File: config.mk
export PLATFORM = sky130hd
export DESIGN_NAME = cpu
export DESIGN_NICKNAME = d
export VERILOG_FILES = /design/src/hw/cpu_isa_pkg.sv /design/src/hw/cpu_ctrl_pkg.sv /design/src/hw/cpu_control.sv /design/src/hw/fetch_decode.sv /design/src/hw/register_file.sv /design/src/hw/alu.sv /design/src/hw/branch_unit.sv /design/src/hw/cpu.sv
export SDC_FILE = /design/constraint.sdc
export NUM_CORES = 1
export LEC_CHECK = 0
export BUFFER_PORTS_ARGS = -buffer_cell sky130_fd_sc_hd__clkbuf_2
export CORE_ASPECT_RATIO = 1.2
export CORE_MARGIN = 2
export CORE_UTILIZATION = 30
export DETAILED_ROUTE_END_ITERATION = 16
export GPL_TIMING_DRIVEN = 0
export PLACE_DENSITY = 0.44
export SLEW_MARGIN = 20
export SYNTH_ARGS = -nofsm -noshare
export SYNTH_HDL_FRONTEND = slang
export SYNTH_HIERARCHICAL = 1
export SYNTH_SLANG_ARGS = --single-unit
File: constraint.sdc
create_clock -name clk -period 13.9 [get_ports clk]
set_input_delay 2.085 -clock clk [delete_from_list [all_inputs] [get_ports clk]]
set_output_delay 2.085 -clock clk [all_outputs]
set_load 0.005 [all_outputs]
File: src/hw/cpu_isa_pkg.sv
`default_nettype none

package cpu_isa_pkg;

  // Data and address word
  typedef logic [15:0] word_t;

  // Register number
  typedef logic [3:0] reg_addr_t;

  // Opcodes where the missing codes run as no-ops
  typedef enum logic [3:0] {
    OP_ADD = 4'b0000,
    OP_SUB = 4'b0001,
    OP_XOR = 4'b0010,
    OP_SLL = 4'b0100,
    OP_SRA = 4'b0101,
    OP_ROR = 4'b0110,
    OP_LW  = 4'b1000,
    OP_SW  = 4'b1001,
    OP_LLB = 4'b1010,
    OP_LHB = 4'b1011,
    OP_B   = 4'b1100,
    OP_HLT = 4'b1111
  } opcode_e;

  // Branch conditions on the stored Z, V, N flags
  typedef enum logic [2:0] {
    BR_NEQ    = 3'b000,
    BR_EQ     = 3'b001,
    BR_GT     = 3'b010,
    BR_LT     = 3'b011,
    BR_GTE    = 3'b100,
    BR_LTE    = 3'b101,
    BR_OVFL   = 3'b110,
    BR_UNCOND = 3'b111
  } br_cond_e;

  localparam int NUM_REGS = 16;
  localparam word_t PC_STEP = 16'd2;

  // Instruction field positions
  localparam int OPCODE_HI = 15;
  localparam int OPCODE_LO = 12;
  localparam int RD_HI = 11;
  localparam int RD_LO = 8;
  localparam int RS_HI = 7;
  localparam int RS_LO = 4;
  localparam int RT_HI = 3;
  localparam int RT_LO = 0;
  localparam int IMM4_HI = 3;
  localparam int IMM8_HI = 7;
  localparam int IMM9_HI = 8;
  localparam int IMM_LO = 0;
  localparam int COND_HI = 11;
  localparam int COND_LO = 9;

endpackage

`default_nettype wire

File: src/hw/cpu_ctrl_pkg.sv
`default_nettype none

package cpu_ctrl_pkg;

  // Sequencer states for one instruction at a time
  typedef enum logic [2:0] {
    RESET_IDLE,
    FETCH,
    FETCH_RELEASE,
    EXECUTE,
    MEM_ACCESS,
    MEM_RELEASE,
    HALTED
  } ctrl_state_e;

  // Register writeback source
  typedef enum logic {
    WB_ALU,
    WB_MEM
  } wb_sel_e;

endpackage

`default_nettype wire

File: src/hw/cpu_control.sv
`default_nettype none

module cpu_control
  import cpu_isa_pkg::*;
  import cpu_ctrl_pkg::*;
(
  input  logic    clk,
  input  logic    rst,
  input  opcode_e opcode,
  input  logic    mem_ack,
  output logic    mem_req,
  output logic    mem_we,
  output logic    ir_load,
  output logic    pc_load,
  output logic    data_phase,
  output logic    reg_we,
  output wb_sel_e wb_sel,
  output logic    flag_we_z,
  output logic    flag_we_vn,
  output logic    br_en,
  output logic    hlt
);

  ctrl_state_e state;
  ctrl_state_e next_state;

  always_ff @(posedge clk) begin
    if (rst) begin
      state <= RESET_IDLE;
    end else begin
      state <= next_state;
    end
  end

  always_comb begin
    next_state = state;
    mem_req = 1'b0;
    mem_we = 1'b0;
    ir_load = 1'b0;
    pc_load = 1'b0;
    data_phase = 1'b0;
    reg_we = 1'b0;
    wb_sel = WB_ALU;
    flag_we_z = 1'b0;
    flag_we_vn = 1'b0;
    br_en = 1'b0;
    hlt = 1'b0;
    case (state)
      RESET_IDLE: begin
        next_state = FETCH;
      end
      FETCH: begin
        // Instruction read at the PC
        mem_req = 1'b1;
        if (mem_ack) begin
          ir_load = 1'b1;
          next_state = FETCH_RELEASE;
        end
      end
      FETCH_RELEASE: begin
        // Wait for ack to drop
        if (!mem_ack) begin
          next_state = EXECUTE;
        end
      end
      EXECUTE: begin
        // Every instruction but HLT advances the PC here
        pc_load = 1'b1;
        next_state = FETCH;
        case (opcode)
          OP_ADD, OP_SUB: begin
            reg_we = 1'b1;
            flag_we_z = 1'b1;
            flag_we_vn = 1'b1;
          end
          OP_XOR, OP_SLL, OP_SRA, OP_ROR: begin
            reg_we = 1'b1;
            flag_we_z = 1'b1;
          end
          OP_LLB, OP_LHB: begin
            reg_we = 1'b1;
          end
          OP_LW, OP_SW: begin
            next_state = MEM_ACCESS;
          end
          OP_B: begin
            br_en = 1'b1;
          end
          OP_HLT: begin
            // PC stays on the HLT address
            pc_load = 1'b0;
            next_state = HALTED;
          end
          default: begin
          end
        endcase
      end
      MEM_ACCESS: begin
        mem_req = 1'b1;
        data_phase = 1'b1;
        mem_we = (opcode == OP_SW);
        if (mem_ack) begin
          // Load data is valid with ack
          if (opcode == OP_LW) begin
            reg_we = 1'b1;
            wb_sel = WB_MEM;
          end
          next_state = MEM_RELEASE;
        end
      end
      MEM_RELEASE: begin
        if (!mem_ack) begin
          next_state = FETCH;
        end
      end
      HALTED: begin
        hlt = 1'b1;
      end
      default: begin
        next_state = RESET_IDLE;
      end
    endcase
  end

  // Request held until acknowledged
  req_held_until_ack: assert property (@(posedge clk) disable iff (rst)
    $fell(mem_req) |-> $past(mem_ack))
    else $error("mem_req dropped before mem_ack");

  // New request only after ack seen low
  no_req_during_ack: assert property (@(posedge clk) disable iff (rst)
    $rose(mem_req) |-> !$past(mem_ack))
    else $error("mem_req raised while mem_ack high");

  // Write enable steady for the whole request
  we_stable_in_req: assert property (@(posedge clk) disable iff (rst)
    mem_req && $past(mem_req) |-> $stable(mem_we))
    else $error("mem_we changed during a request");

endmodule

`default_nettype wire

File: src/hw/fetch_decode.sv
`default_nettype none

module fetch_decode
  import cpu_isa_pkg::*;
(
  input  logic      clk,
  input  logic      rst,
  input  logic      ir_load,
  input  logic      pc_load,
  input  logic      data_phase,
  input  logic      br_taken,
  input  word_t     mem_rdata,
  input  word_t     data_addr,
  output word_t     mem_addr,
  output word_t     pc,
  output opcode_e   opcode,
  output reg_addr_t rs_addr,
  output reg_addr_t rt_addr,
  output reg_addr_t rd_addr,
  output logic [7:0] imm8,
  output br_cond_e  br_cond
);

  word_t ir;
  word_t pc_next;
  word_t br_target;
  logic [8:0] imm9;

  // Sequential PC and branch target both wrap
  assign pc_next = pc + PC_STEP;
  assign imm9 = ir[IMM9_HI:IMM_LO];
  assign br_target = pc_next + {{6{imm9[8]}}, imm9, 1'b0};

  always_ff @(posedge clk) begin
    if (rst) begin
      pc <= '0;
    end else if (pc_load) begin
      pc <= br_taken ? br_target : pc_next;
    end
  end

  always_ff @(posedge clk) begin
    if (rst) begin
      ir <= '0;
    end else if (ir_load) begin
      ir <= mem_rdata;
    end
  end

  // Field split
  assign opcode = opcode_e'(ir[OPCODE_HI:OPCODE_LO]);
  assign rd_addr = ir[RD_HI:RD_LO];
  assign rs_addr = ir[RS_HI:RS_LO];
  assign imm8 = ir[IMM8_HI:IMM_LO];
  assign br_cond = br_cond_e'(ir[COND_HI:COND_LO]);

  // SW source and LLB/LHB merge base both sit in the Rd field
  assign rt_addr = (opcode == OP_SW || opcode == OP_LLB || opcode == OP_LHB) ?
                   ir[RD_HI:RD_LO] : ir[RT_HI:RT_LO];

  // Data address in the memory phase and the PC otherwise
  assign mem_addr = data_phase ? data_addr : pc;

endmodule

`default_nettype wire

File: src/hw/register_file.sv
`default_nettype none

module register_file
  import cpu_isa_pkg::*;
  import cpu_ctrl_pkg::*;
(
  input  logic      clk,
  input  logic      rst,
  input  reg_addr_t rs_addr,
  input  reg_addr_t rt_addr,
  input  reg_addr_t rd_addr,
  input  logic      reg_we,
  input  wb_sel_e   wb_sel,
  input  word_t     alu_result,
  input  word_t     mem_rdata,
  output word_t     rs_data,
  output word_t     rt_data
);

  word_t regs [NUM_REGS];
  word_t wr_data;

  // Writeback source
  assign wr_data = (wb_sel == WB_MEM) ? mem_rdata : alu_result;

  always_ff @(posedge clk) begin
    if (rst) begin
      for (int i = 0; i < NUM_REGS; i++) begin
        regs[i] <= '0;
      end
    end else if (reg_we && rd_addr != '0) begin
      regs[rd_addr] <= wr_data;
    end
  end

  // r0 is hardwired to zero
  assign rs_data = (rs_addr == '0) ? '0 : regs[rs_addr];
  assign rt_data = (rt_addr == '0) ? '0 : regs[rt_addr];

endmodule

`default_nettype wire

File: src/hw/alu.sv
`default_nettype none

module alu
  import cpu_isa_pkg::*;
(
  input  opcode_e    opcode,
  input  word_t      a,
  input  word_t      b,
  input  logic [7:0] imm8,
  output word_t      result,
  output logic       z,
  output logic       v,
  output logic       n
);

  word_t sum;
  word_t diff;
  logic sum_ovf;
  logic diff_ovf;
  logic [3:0] imm4;
  logic [31:0] rot;
  word_t ls_addr;

  assign imm4 = imm8[IMM4_HI:IMM_LO];

  // Signed overflow from the operand and result signs
  assign sum = a + b;
  assign diff = a - b;
  assign sum_ovf = (a[15] == b[15]) && (sum[15] != a[15]);
  assign diff_ovf = (a[15] != b[15]) && (diff[15] != a[15]);

  // Rotate via a doubled word
  assign rot = {a, a} >> imm4;

  // Halfword aligned base plus scaled offset
  assign ls_addr = (a & 16'hFFFE) + {{11{imm4[3]}}, imm4, 1'b0};

  always_comb begin
    result = '0;
    v = 1'b0;
    case (opcode)
      OP_ADD: begin
        // Clamp toward the operand sign
        result = sum_ovf ? (a[15] ? 16'h8000 : 16'h7FFF) : sum;
        v = sum_ovf;
      end
      OP_SUB: begin
        result = diff_ovf ? (a[15] ? 16'h8000 : 16'h7FFF) : diff;
        v = diff_ovf;
      end
      OP_XOR: result = a ^ b;
      OP_SLL: result = a << imm4;
      OP_SRA: result = word_t'($signed(a) >>> imm4);
      OP_ROR: result = rot[15:0];
      OP_LW, OP_SW: result = ls_addr;
      // Byte merge into the Rd value
      OP_LLB: result = {b[15:8], imm8};
      OP_LHB: result = {imm8, b[7:0]};
      default: begin
      end
    endcase
  end

  assign z = (result == '0);
  assign n = result[15];

endmodule

`default_nettype wire

File: src/hw/branch_unit.sv
`default_nettype none

module branch_unit
  import cpu_isa_pkg::*;
(
  input  logic     clk,
  input  logic     rst,
  input  logic     z,
  input  logic     v,
  input  logic     n,
  input  logic     flag_we_z,
  input  logic     flag_we_vn,
  input  logic     br_en,
  input  br_cond_e br_cond,
  output logic     br_taken
);

  logic z_q;
  logic v_q;
  logic n_q;
  logic cond_met;

  // Z written apart from V and N
  always_ff @(posedge clk) begin
    if (rst) begin
      z_q <= 1'b0;
      v_q <= 1'b0;
      n_q <= 1'b0;
    end else begin
      if (flag_we_z) begin
        z_q <= z;
      end
      if (flag_we_vn) begin
        v_q <= v;
        n_q <= n;
      end
    end
  end

  always_comb begin
    case (br_cond)
      BR_NEQ:  cond_met = !z_q;
      BR_EQ:   cond_met = z_q;
      BR_GT:   cond_met = !z_q && !n_q;
      BR_LT:   cond_met = n_q;
      BR_GTE:  cond_met = z_q || !n_q;
      BR_LTE:  cond_met = z_q || n_q;
      BR_OVFL: cond_met = v_q;
      default: cond_met = 1'b1;
    endcase
  end

  assign br_taken = br_en && cond_met;

endmodule

`default_nettype wire

File: src/hw/cpu.sv
`default_nettype none

module cpu
  import cpu_isa_pkg::*;
  import cpu_ctrl_pkg::*;
(
  input  logic  clk,
  input  logic  rst,
  output logic  mem_req,
  output logic  mem_we,
  output word_t mem_addr,
  output word_t mem_wdata,
  input  logic  mem_ack,
  input  word_t mem_rdata,
  output logic  hlt,
  output word_t pc
);

  // Control strobes
  logic ir_load;
  logic pc_load;
  logic data_phase;
  logic reg_we;
  wb_sel_e wb_sel;
  logic flag_we_z;
  logic flag_we_vn;
  logic br_en;
  logic br_taken;

  // Decode and datapath
  opcode_e opcode;
  reg_addr_t rs_addr;
  reg_addr_t rt_addr;
  reg_addr_t rd_addr;
  logic [7:0] imm8;
  br_cond_e br_cond;
  word_t rs_data;
  word_t alu_result;
  logic z;
  logic v;
  logic n;

  cpu_control i_control (
    .clk(clk), .rst(rst), .opcode(opcode), .mem_ack(mem_ack),
    .mem_req(mem_req), .mem_we(mem_we), .ir_load(ir_load), .pc_load(pc_load),
    .data_phase(data_phase), .reg_we(reg_we), .wb_sel(wb_sel),
    .flag_we_z(flag_we_z), .flag_we_vn(flag_we_vn), .br_en(br_en), .hlt(hlt)
  );

  fetch_decode i_fetch_decode (
    .clk(clk), .rst(rst), .ir_load(ir_load), .pc_load(pc_load),
    .data_phase(data_phase), .br_taken(br_taken), .mem_rdata(mem_rdata),
    .data_addr(alu_result), .mem_addr(mem_addr), .pc(pc), .opcode(opcode),
    .rs_addr(rs_addr), .rt_addr(rt_addr), .rd_addr(rd_addr), .imm8(imm8),
    .br_cond(br_cond)
  );

  // Read port 2 doubles as store data
  register_file i_register_file (
    .clk(clk), .rst(rst), .rs_addr(rs_addr), .rt_addr(rt_addr), .rd_addr(rd_addr),
    .reg_we(reg_we), .wb_sel(wb_sel), .alu_result(alu_result), .mem_rdata(mem_rdata),
    .rs_data(rs_data), .rt_data(mem_wdata)
  );

  alu i_alu (
    .opcode(opcode), .a(rs_data), .b(mem_wdata), .imm8(imm8),
    .result(alu_result), .z(z), .v(v), .n(n)
  );

  branch_unit i_branch_unit (
    .clk(clk), .rst(rst), .z(z), .v(v), .n(n), .flag_we_z(flag_we_z),
    .flag_we_vn(flag_we_vn), .br_en(br_en), .br_cond(br_cond), .br_taken(br_taken)
  );

endmodule

`default_nettype wire

Word level (Yosys, flattened, before mapping)
Memories as Yosys holds them, arrays and structs flattened. A register that Yosys moved wholly into a read port is not among the register bits.
Cells that the tools add are included.
- flip-flop bits (word level): 38
- input bits: 19
- memories: 1
- word-level logic and storage cells: 120
- latch bits: 0
- output and inout bits: 51
- memory bits (read-only): 0
- RAM bits: 256
- memories (memory ; depth ; width ; rd ports ; clocked after Yosys merged registers in ; write ports ; RTL line ; RTL):
    i_register_file.regs ; 16 ; 16 ; 2 ; 1 ; 16 ; register_file.sv:20 ; word_t regs [NUM_REGS];
- div/mod/pow operators: 0
- $mul: 0
- reduce and logical (&&, ||, !) cells: 25
- $lt $le $gt $ge: 0
- bitwise logic cells: 2
- equality and inequality tests: 31
- multiplexer cells: 47
- shift operators: 3
- $add $sub $neg: 5
- operator list (operator ; count):
    16-bit two-way mux ; 9
    16-bit case mux with 9 select lines ; 1
    16-bit adder ; 3
    32-bit by 4-bit right shift with 16-bit output ; 1
    4-bit == test, second input constant ; 6
    1-bit two-way mux ; 24
    3-bit case mux with 7 select lines ; 1
    3-bit == test, second input constant ; 6
    16-bit by 2-bit adder with 16-bit output, second input constant ; 1
    16-bit zero test ; 1
    4-bit two-way mux ; 4
    16-bit OR reduction ; 1
    16-bit by 4-bit << shifter with 16-bit output ; 1
    16-bit by 4-bit >>> shifter with 16-bit output ; 1
    16-bit subtractor ; 1
    16-bit bitwise XOR ; 1
    3-bit by 2-bit == test with 1-bit output, second input constant ; 4
    4-bit by 3-bit == test with 1-bit output, second input constant ; 3
    4-bit zero test ; 3
    3-bit two-way mux ; 4
    2-bit inequality test, second input constant ; 4
    8-bit OR reduction ; 1
    1-bit case mux with 7 select lines ; 1
    3-bit by 1-bit == test with 1-bit output, second input constant ; 2
    15 further kinds ; 29

Depth between registers and ports, before layout
- depth in word-level cells: 13
- mapped depth: 32
- mapped depth without buffers: 27

Hierarchy
The synthesis kept the hierarchy.
- modules (own cells, without submodules) (module ; instances ; area each (µm²) ; cells an instance):
    register_file ; 1 ; 12746.0 ; 952
    alu ; 1 ; 4879.7 ; 681
    fetch_decode ; 1 ; 2508.7 ; 301
    cpu_control ; 1 ; 361.6 ; 44
    branch_unit ; 1 ; 190.2 ; 22

Worst setup path before layout
No wires, ideal clock.
- kind: register to output
- start point: register i_fetch_decode.ir[13]
- end point: output mem_addr[13]
- required time: 11.815 ns
- arrival: 5.834 ns
- stages on the path, launching flop included: 28
- path slack: 5.981 ns
- cell sequence: dfxtp_1 -> o211ai_1 -> mux2_2 -> buf_2 -> buf_6 -> nor2b_2 -> buf_2 -> a22oi_1 -> a21oi_1 -> a21oi_1 -> inv_1 -> ha_1 -> or3_1 -> or2_2 -> o2111ai_1 -> a21o_1 -> o21bai_1 -> a21oi_1 -> fa_1 -> nand2_1 -> nor2_1 -> a21o_1 -> clkbuf_1 -> a2111oi_0 -> a211oi_1 -> a211o_1 -> a21o_1 -> mux2_2
- longest elaborated chain between the ends: 12
- elaborated cells on any way between the ends: 30
- classes of those cells: add/sub: 2; eq/ne: 13; mux: 6; bitwise: 1; reduce/logical: 7; memory: 1
- ends and longest elaborated chain (item ; RTL line ; RTL):
    start: declaration ; fetch_decode.sv:24 ; word_t ir;
    start signal: assignment ; fetch_decode.sv:46 ; ir <= mem_rdata;
    4-bit == test ; fetch_decode.sv:58 ; assign rt_addr = (opcode == OP_SW || opcode == OP_LLB || opcode == OP_LHB) ?
    1-bit logical OR ; fetch_decode.sv:58 ;
    1-bit logical OR (*) ; fetch_decode.sv:58 ;
    4-bit two-way mux (*) ; fetch_decode.sv:58 ;
    via rt_addr[0] ; cpu.sv:33 ; reg_addr_t rt_addr;
    memory read 16 x 16 bit / 4-bit zero test (equally long branches) ; - ;
    16-bit two-way mux (*) ; register_file.sv:38 ; assign rt_data = (rt_addr == '0) ? '0 : regs[rt_addr];
    via mem_wdata[4] ; cpu.sv:12 ; output word_t mem_wdata,
    16-bit subtractor / 16-bit adder (equally long branches) ; alu.sv:28, alu.sv:27 ;
    1-bit inequality test (on tied branches) ; alu.sv:30, alu.sv:29 ;
    1-bit logical AND (on tied branches) ; alu.sv:30, alu.sv:29 ;
    16-bit two-way mux (on tied branches) ; alu.sv:48, alu.sv:44 ;
    16-bit case mux with 9 select lines (*) ; alu.sv:41 ; case (opcode)
    via alu_result[13] ; cpu.sv:38 ; word_t alu_result;
    16-bit two-way mux (*) ; fetch_decode.sv:62 ; assign mem_addr = data_phase ? data_addr : pc;
    end: declaration ; cpu.sv:11 ; output word_t mem_addr,
Mark *: on every way through the listed nets, which the timed path passes. The rest lies on a longest branch.

Final worst setup path
- start point: register i_fetch_decode.ir[3]
- end point: output mem_addr[6]
- longest elaborated chain between the ends: 9
- elaborated cells on any way between the ends: 21
- classes of those cells: add/sub: 3; eq/ne: 4; shift: 3; mux: 6; bitwise: 1; reduce/logical: 3; memory: 1
- ends and longest elaborated chain (item ; RTL line):
    4-bit two-way mux (*) ; fetch_decode.sv:58
    via rt_addr[3] ; cpu.sv:33
    memory read 16 x 16 bit / 4-bit zero test (equally long branches) ; -
    16-bit two-way mux (*) ; register_file.sv:38
    16-bit subtractor / 16-bit adder (equally long branches) ; alu.sv:28, alu.sv:27
    1-bit inequality test (on tied branches) ; alu.sv:30, alu.sv:29
    1-bit logical AND (on tied branches) ; alu.sv:30, alu.sv:29
    16-bit two-way mux (on tied branches) ; alu.sv:48, alu.sv:44
    16-bit case mux with 9 select lines (*) ; alu.sv:41
    via alu_result[6] ; cpu.sv:38
    16-bit two-way mux (*) ; fetch_decode.sv:62
Marked as above.

==> metrics.md <==
| Metric | Value |
|---|---|
| Status | `finished clean` |
| Area Overhead vs Synth | `13.8%` |
| Starting DRT DRC Count | `1554` |
| Final setup fails | `0` |
| Number of placement rows | `105` |
| Yosys reg bits | `278` |
| Sequential share of the synthesized area | `0.386` |
| Crit-path leading delay family | `compound AO/OA/AOI/OAI gates` |
| # hold bufs at CTS | `0` |
| Max Cap Viol | `0` |
| Final Slew Violations | `0` |
| Wire per inst | `27.7 µm` |
| Worst-margin pin slew | `1.20 ns` |
| Critical Path RT | `11.81 ns` |
| Worst min path class | `reg -> reg` |
| Initial Util | `0.303` |
| Deepest clock path buffer count | `3` |
| Slowest cell on crit path | `dfxtp_1` |
| Worst Path Max Fanout | `17` |
| CTS root buffer | `clkbuf_16` |
| Power density over cell area | `122 nW/µm²` |
| Synth Flop Type | `edfxtp_1` |
| Clock slew at reported path FFs | `0.06 ns` |
| GR Overflow Total | `0` |
| Die ar. | `71100 µm²` |
| Cell mode on critical path | `a21oi_1` |
| Synth Area in Adders | `0.0429` |
| RSZ-0062 raised after global routing | `false` |
| Pre-antenna DRT Iters | `6` |
| Die width | `244 µm` |
| Placed Cells | `2988` |
| H-Tree Depth | `2` |
| Tmin final | `11.10 ns` |
| Share of layout cells above drive strength 1 | `0.197` |
| Routed wire length | `84400 µm` |
| Boundary Pins | `70` |
| Crit path DAT | `9.01 ns` |
| Clock sinks | `278` |
| Worst path cell trace | `mux2_2 -> buf_2 -> buf_4 -> mux4_2 -> mux2i_1 -> a21oi_1 -> inv_1 -> ha_1 -> nor2b_1 -> o31a_1 -> o2111ai_1 -> a21o_1 -> o21bai_1 -> a21oi_1 -> fa_1 -> nand2_1 -> nor2_1 -> a21oi_1 -> o31ai_1 -> a211oi_1 -> and3_1 -> o21ai_0 -> mux2_2 -> clkbuf_2` |
| XOR/XNOR Fraction of Synth Area | `0.0229` |
| Worst relative slew slack | `0.198` |
| Largest net degree at the start of global routing | `18` |
| Worst-skew pair later-pin latency | `0.56 ns` |
| Tot GR Track Use | `0.233` |
| DR vias/cell | `5.68` |
| Final RePlAce weighted congestion | `0.946` |
| Critical Path Start Type | `register` |
| CP bufs+invs | `4` |
| EDFF count, synth | `241` |
| CP max stage delay | `1.06 ns` |
| DRT antenna net count | `0` |
| Post-Synth Simple-Gate Area | `0.153` |
| Avg Inst Size Synth | `10.3 µm²` |
| Post-Layout Cell Count | `3051` |
| Via count | `17300` |
| Worst VDD drop | `0.0000637 V` |
| Largest family of logic cells by synthesized area | `multiplexers` |
| Setup CP Type | `reg -> out` |
| Post-synth net total | `2087` |
| CP endpoint kind | `primary output` |
| Fin Setup TNS | `0 ns` |
| TritonCTS Buffers | `35` |
| Max Freq | `0.0901 GHz` |
| Final Power | `2.88 mW` |
| Die Ht | `292 µm` |
| Area of placed instances | `22400 µm²` |
| Dpl hpwl | `64600 µm` |
| Yosys cell types | `105` |
| Number of port buffers | `68` |
| Synth Area in Compound Gates | `0.141` |
| LEAKAGE | `8.20 nW` |
| Post-Synthesis Cells | `2000` |
| Fin. Hold Viols | `0` |
| Wire length of the first global-routing pass | `122000 µm` |
| Vias in the first global route | `17400` |
| TritonCTS clock tree | `built` |
| Layout net count | `2203` |
| Initial antenna violation count | `0` |
| Final instance area | `23500 µm²` |
| Mapped cell area | `20700 µm²` |
| Mux share of post-synthesis cell area | `0.203` |
| Antenna cells | `0` |
| Post-CTS Setup Bufs | `0` |
| Period utilization | `0.798` |
| Core area | `68300 µm²` |
| Synthesis warning total | `6` |
| Resized cells post-CTS | `0` |
| Async SR Flop Fraction | `0` |
| Clock skew | `0.0208 ns` |
| DRC Markers | `0` |
==> synth_stat cells, drive strengths merged, types with 5 or more instances <==
| cell | count | area (µm²) |
|---|---|---|
| nor3b | 9 | 88.8 |
| buf | 95 | 624 |
| a221o | 19 | 190 |
| o22ai | 22 | 138 |
| a22oi | 24 | 180 |
| mux4 | 84 | 1900 |
| o21ai | 77 | 385 |
| a211o | 6 | 52.6 |
| or3 | 15 | 93.8 |
| o221ai | 5 | 43.8 |
| o211ai | 14 | 105 |
| nor3 | 26 | 135 |
| and3 | 18 | 114 |
| edfxtp | 241 | 7240 |
| a21oi | 117 | 593 |
| nor2 | 353 | 1330 |
| o2111ai | 10 | 87.6 |
| fa | 5 | 100 |
| nand2b | 38 | 238 |
| xor2 | 17 | 149 |
| o31ai | 6 | 45.0 |
| mux2i | 176 | 1760 |
| o21bai | 5 | 37.5 |
| nand4 | 8 | 50.1 |
| o22a | 5 | 43.8 |
| nand3 | 38 | 205 |
| o21a | 7 | 52.6 |
| mux2 | 48 | 541 |
| nor2b | 17 | 116 |
| a221oi | 9 | 78.8 |
| nand2 | 73 | 274 |
| xnor2 | 37 | 324 |
| clkbuf | 65 | 245 |
| a31oi | 10 | 77.6 |
| or2 | 7 | 43.8 |
| a21o | 13 | 97.6 |
| a2111oi | 20 | 244 |
| inv | 48 | 180 |
| dfxtp | 37 | 741 |
| ha | 63 | 788 |
| nand3b | 11 | 86.3 |
| and2 | 11 | 72.6 |
| nor4 | 10 | 68.8 |
| a211oi | 19 | 155 |
==> final cells by class <==
cell class / instances / area [µm²]
buffer: 160 / 870
clock buffer: 42 / 923
clock inverter: 21 / 216
fill: 6992 / 44800
inverter: 49 / 184
multi-input combinational: 1513 / 11800
sequential: 278 / 7980
tap: 909 / 1140
timing repair buffer: 79 / 464
==> worst min-delay path: stages, from the launching register on <==
cell	delay (ns)
dfxtp_1	0.33
mux2i_1	0.07
nor2_1	0.08
==> worst paths after layout <==
kind                                                   startpoint                                  endpoint  slack (ns)  cells past startpoint
worst min-delay path               i_branch_unit/v_q$_SDFFE_PP0P_            i_branch_unit/v_q$_SDFFE_PP0P_        0.51                      2
worst min register to register     i_branch_unit/v_q$_SDFFE_PP0P_            i_branch_unit/v_q$_SDFFE_PP0P_        0.51                      2
worst max register to register  i_fetch_decode/ir[3]$_SDFFE_PP0P_  i_register_file/regs[1][8]$_SDFFCE_PN0P_        4.35                     25
worst max-delay path            i_fetch_decode/ir[3]$_SDFFE_PP0P_                               mem_addr[6]        2.80                     24
==> per-stage QoR <==
step                setup slack (ns)  hold WS, ns   util
CTS                             2.98        0.513  0.344
finish                          2.80        0.511  0.345
detailed placement              3.58        0.488  0.328
global route                    2.46        0.546  0.345
global placement                3.59        0.488  0.324
floorplan                       5.98        0.451      -
==> power by group <==
part           switching, mW  internal (mW)  total (mW)  leakage, nW
sequential            0.0314          0.935       0.966         2.79
combinational          0.674          0.311       0.985         4.87
clock                  0.380          0.550       0.930        0.547
total                   1.09           1.80        2.88         8.20
==> logic make-up (layout without fill, tap and decap cells) <==
family / after synthesis / in the layout
and+or+nand+nor: 659 / 659
buffers and inverters: 209 / 351
AOI/OAI and AO/OA: 422 / 422
adders and majority gates: 68 / 68
xor gates and xnor gates: 54 / 54
muxes: 308 / 308
other: 2 / 2
DFF: 278 / 278
==> flip-flops by register name, indices dropped and copies added, names as in the netlist <==
name                  count
i_control/state           3
i_fetch_decode/ir        16
i_branch_unit/v_q         1
i_fetch_decode/pc        15
i_register_file/regs    241
i_branch_unit/z_q         1
i_branch_unit/n_q         1
==> cells in the final DEF (no fill, tap or decap), drive strengths merged, types with 11 or more instances in the layout <==
cell type and n:
nor2 353, edfxtp 241, mux2i 176, clkbuf 175, a21oi 117, buf 106
mux4 84, o21ai 77, nand2 73, ha 63, inv 50, mux2 48
nand3 38, nand2b 38, xnor2 37, dfxtp 37, nor3 26, a22oi 24
o22ai 22, a2111oi 20, a221o 19, a211oi 19, and3 18, xor2 17
nor2b 17, or3 15, o211ai 14, clkinv 14, a21o 13, nand3b 11
and2 11
==> layer usage <==
metal,GRT usage,vias to the layer above,wire (µm)
met5,0,-,0
met4,0.0891,0,3430
met3,0.0287,165,4290
met2,0.421,621,43000
met1,0.282,8769,33600
li1,-,7773,-
Note: power is estimated with default switching activity, not from simulation.
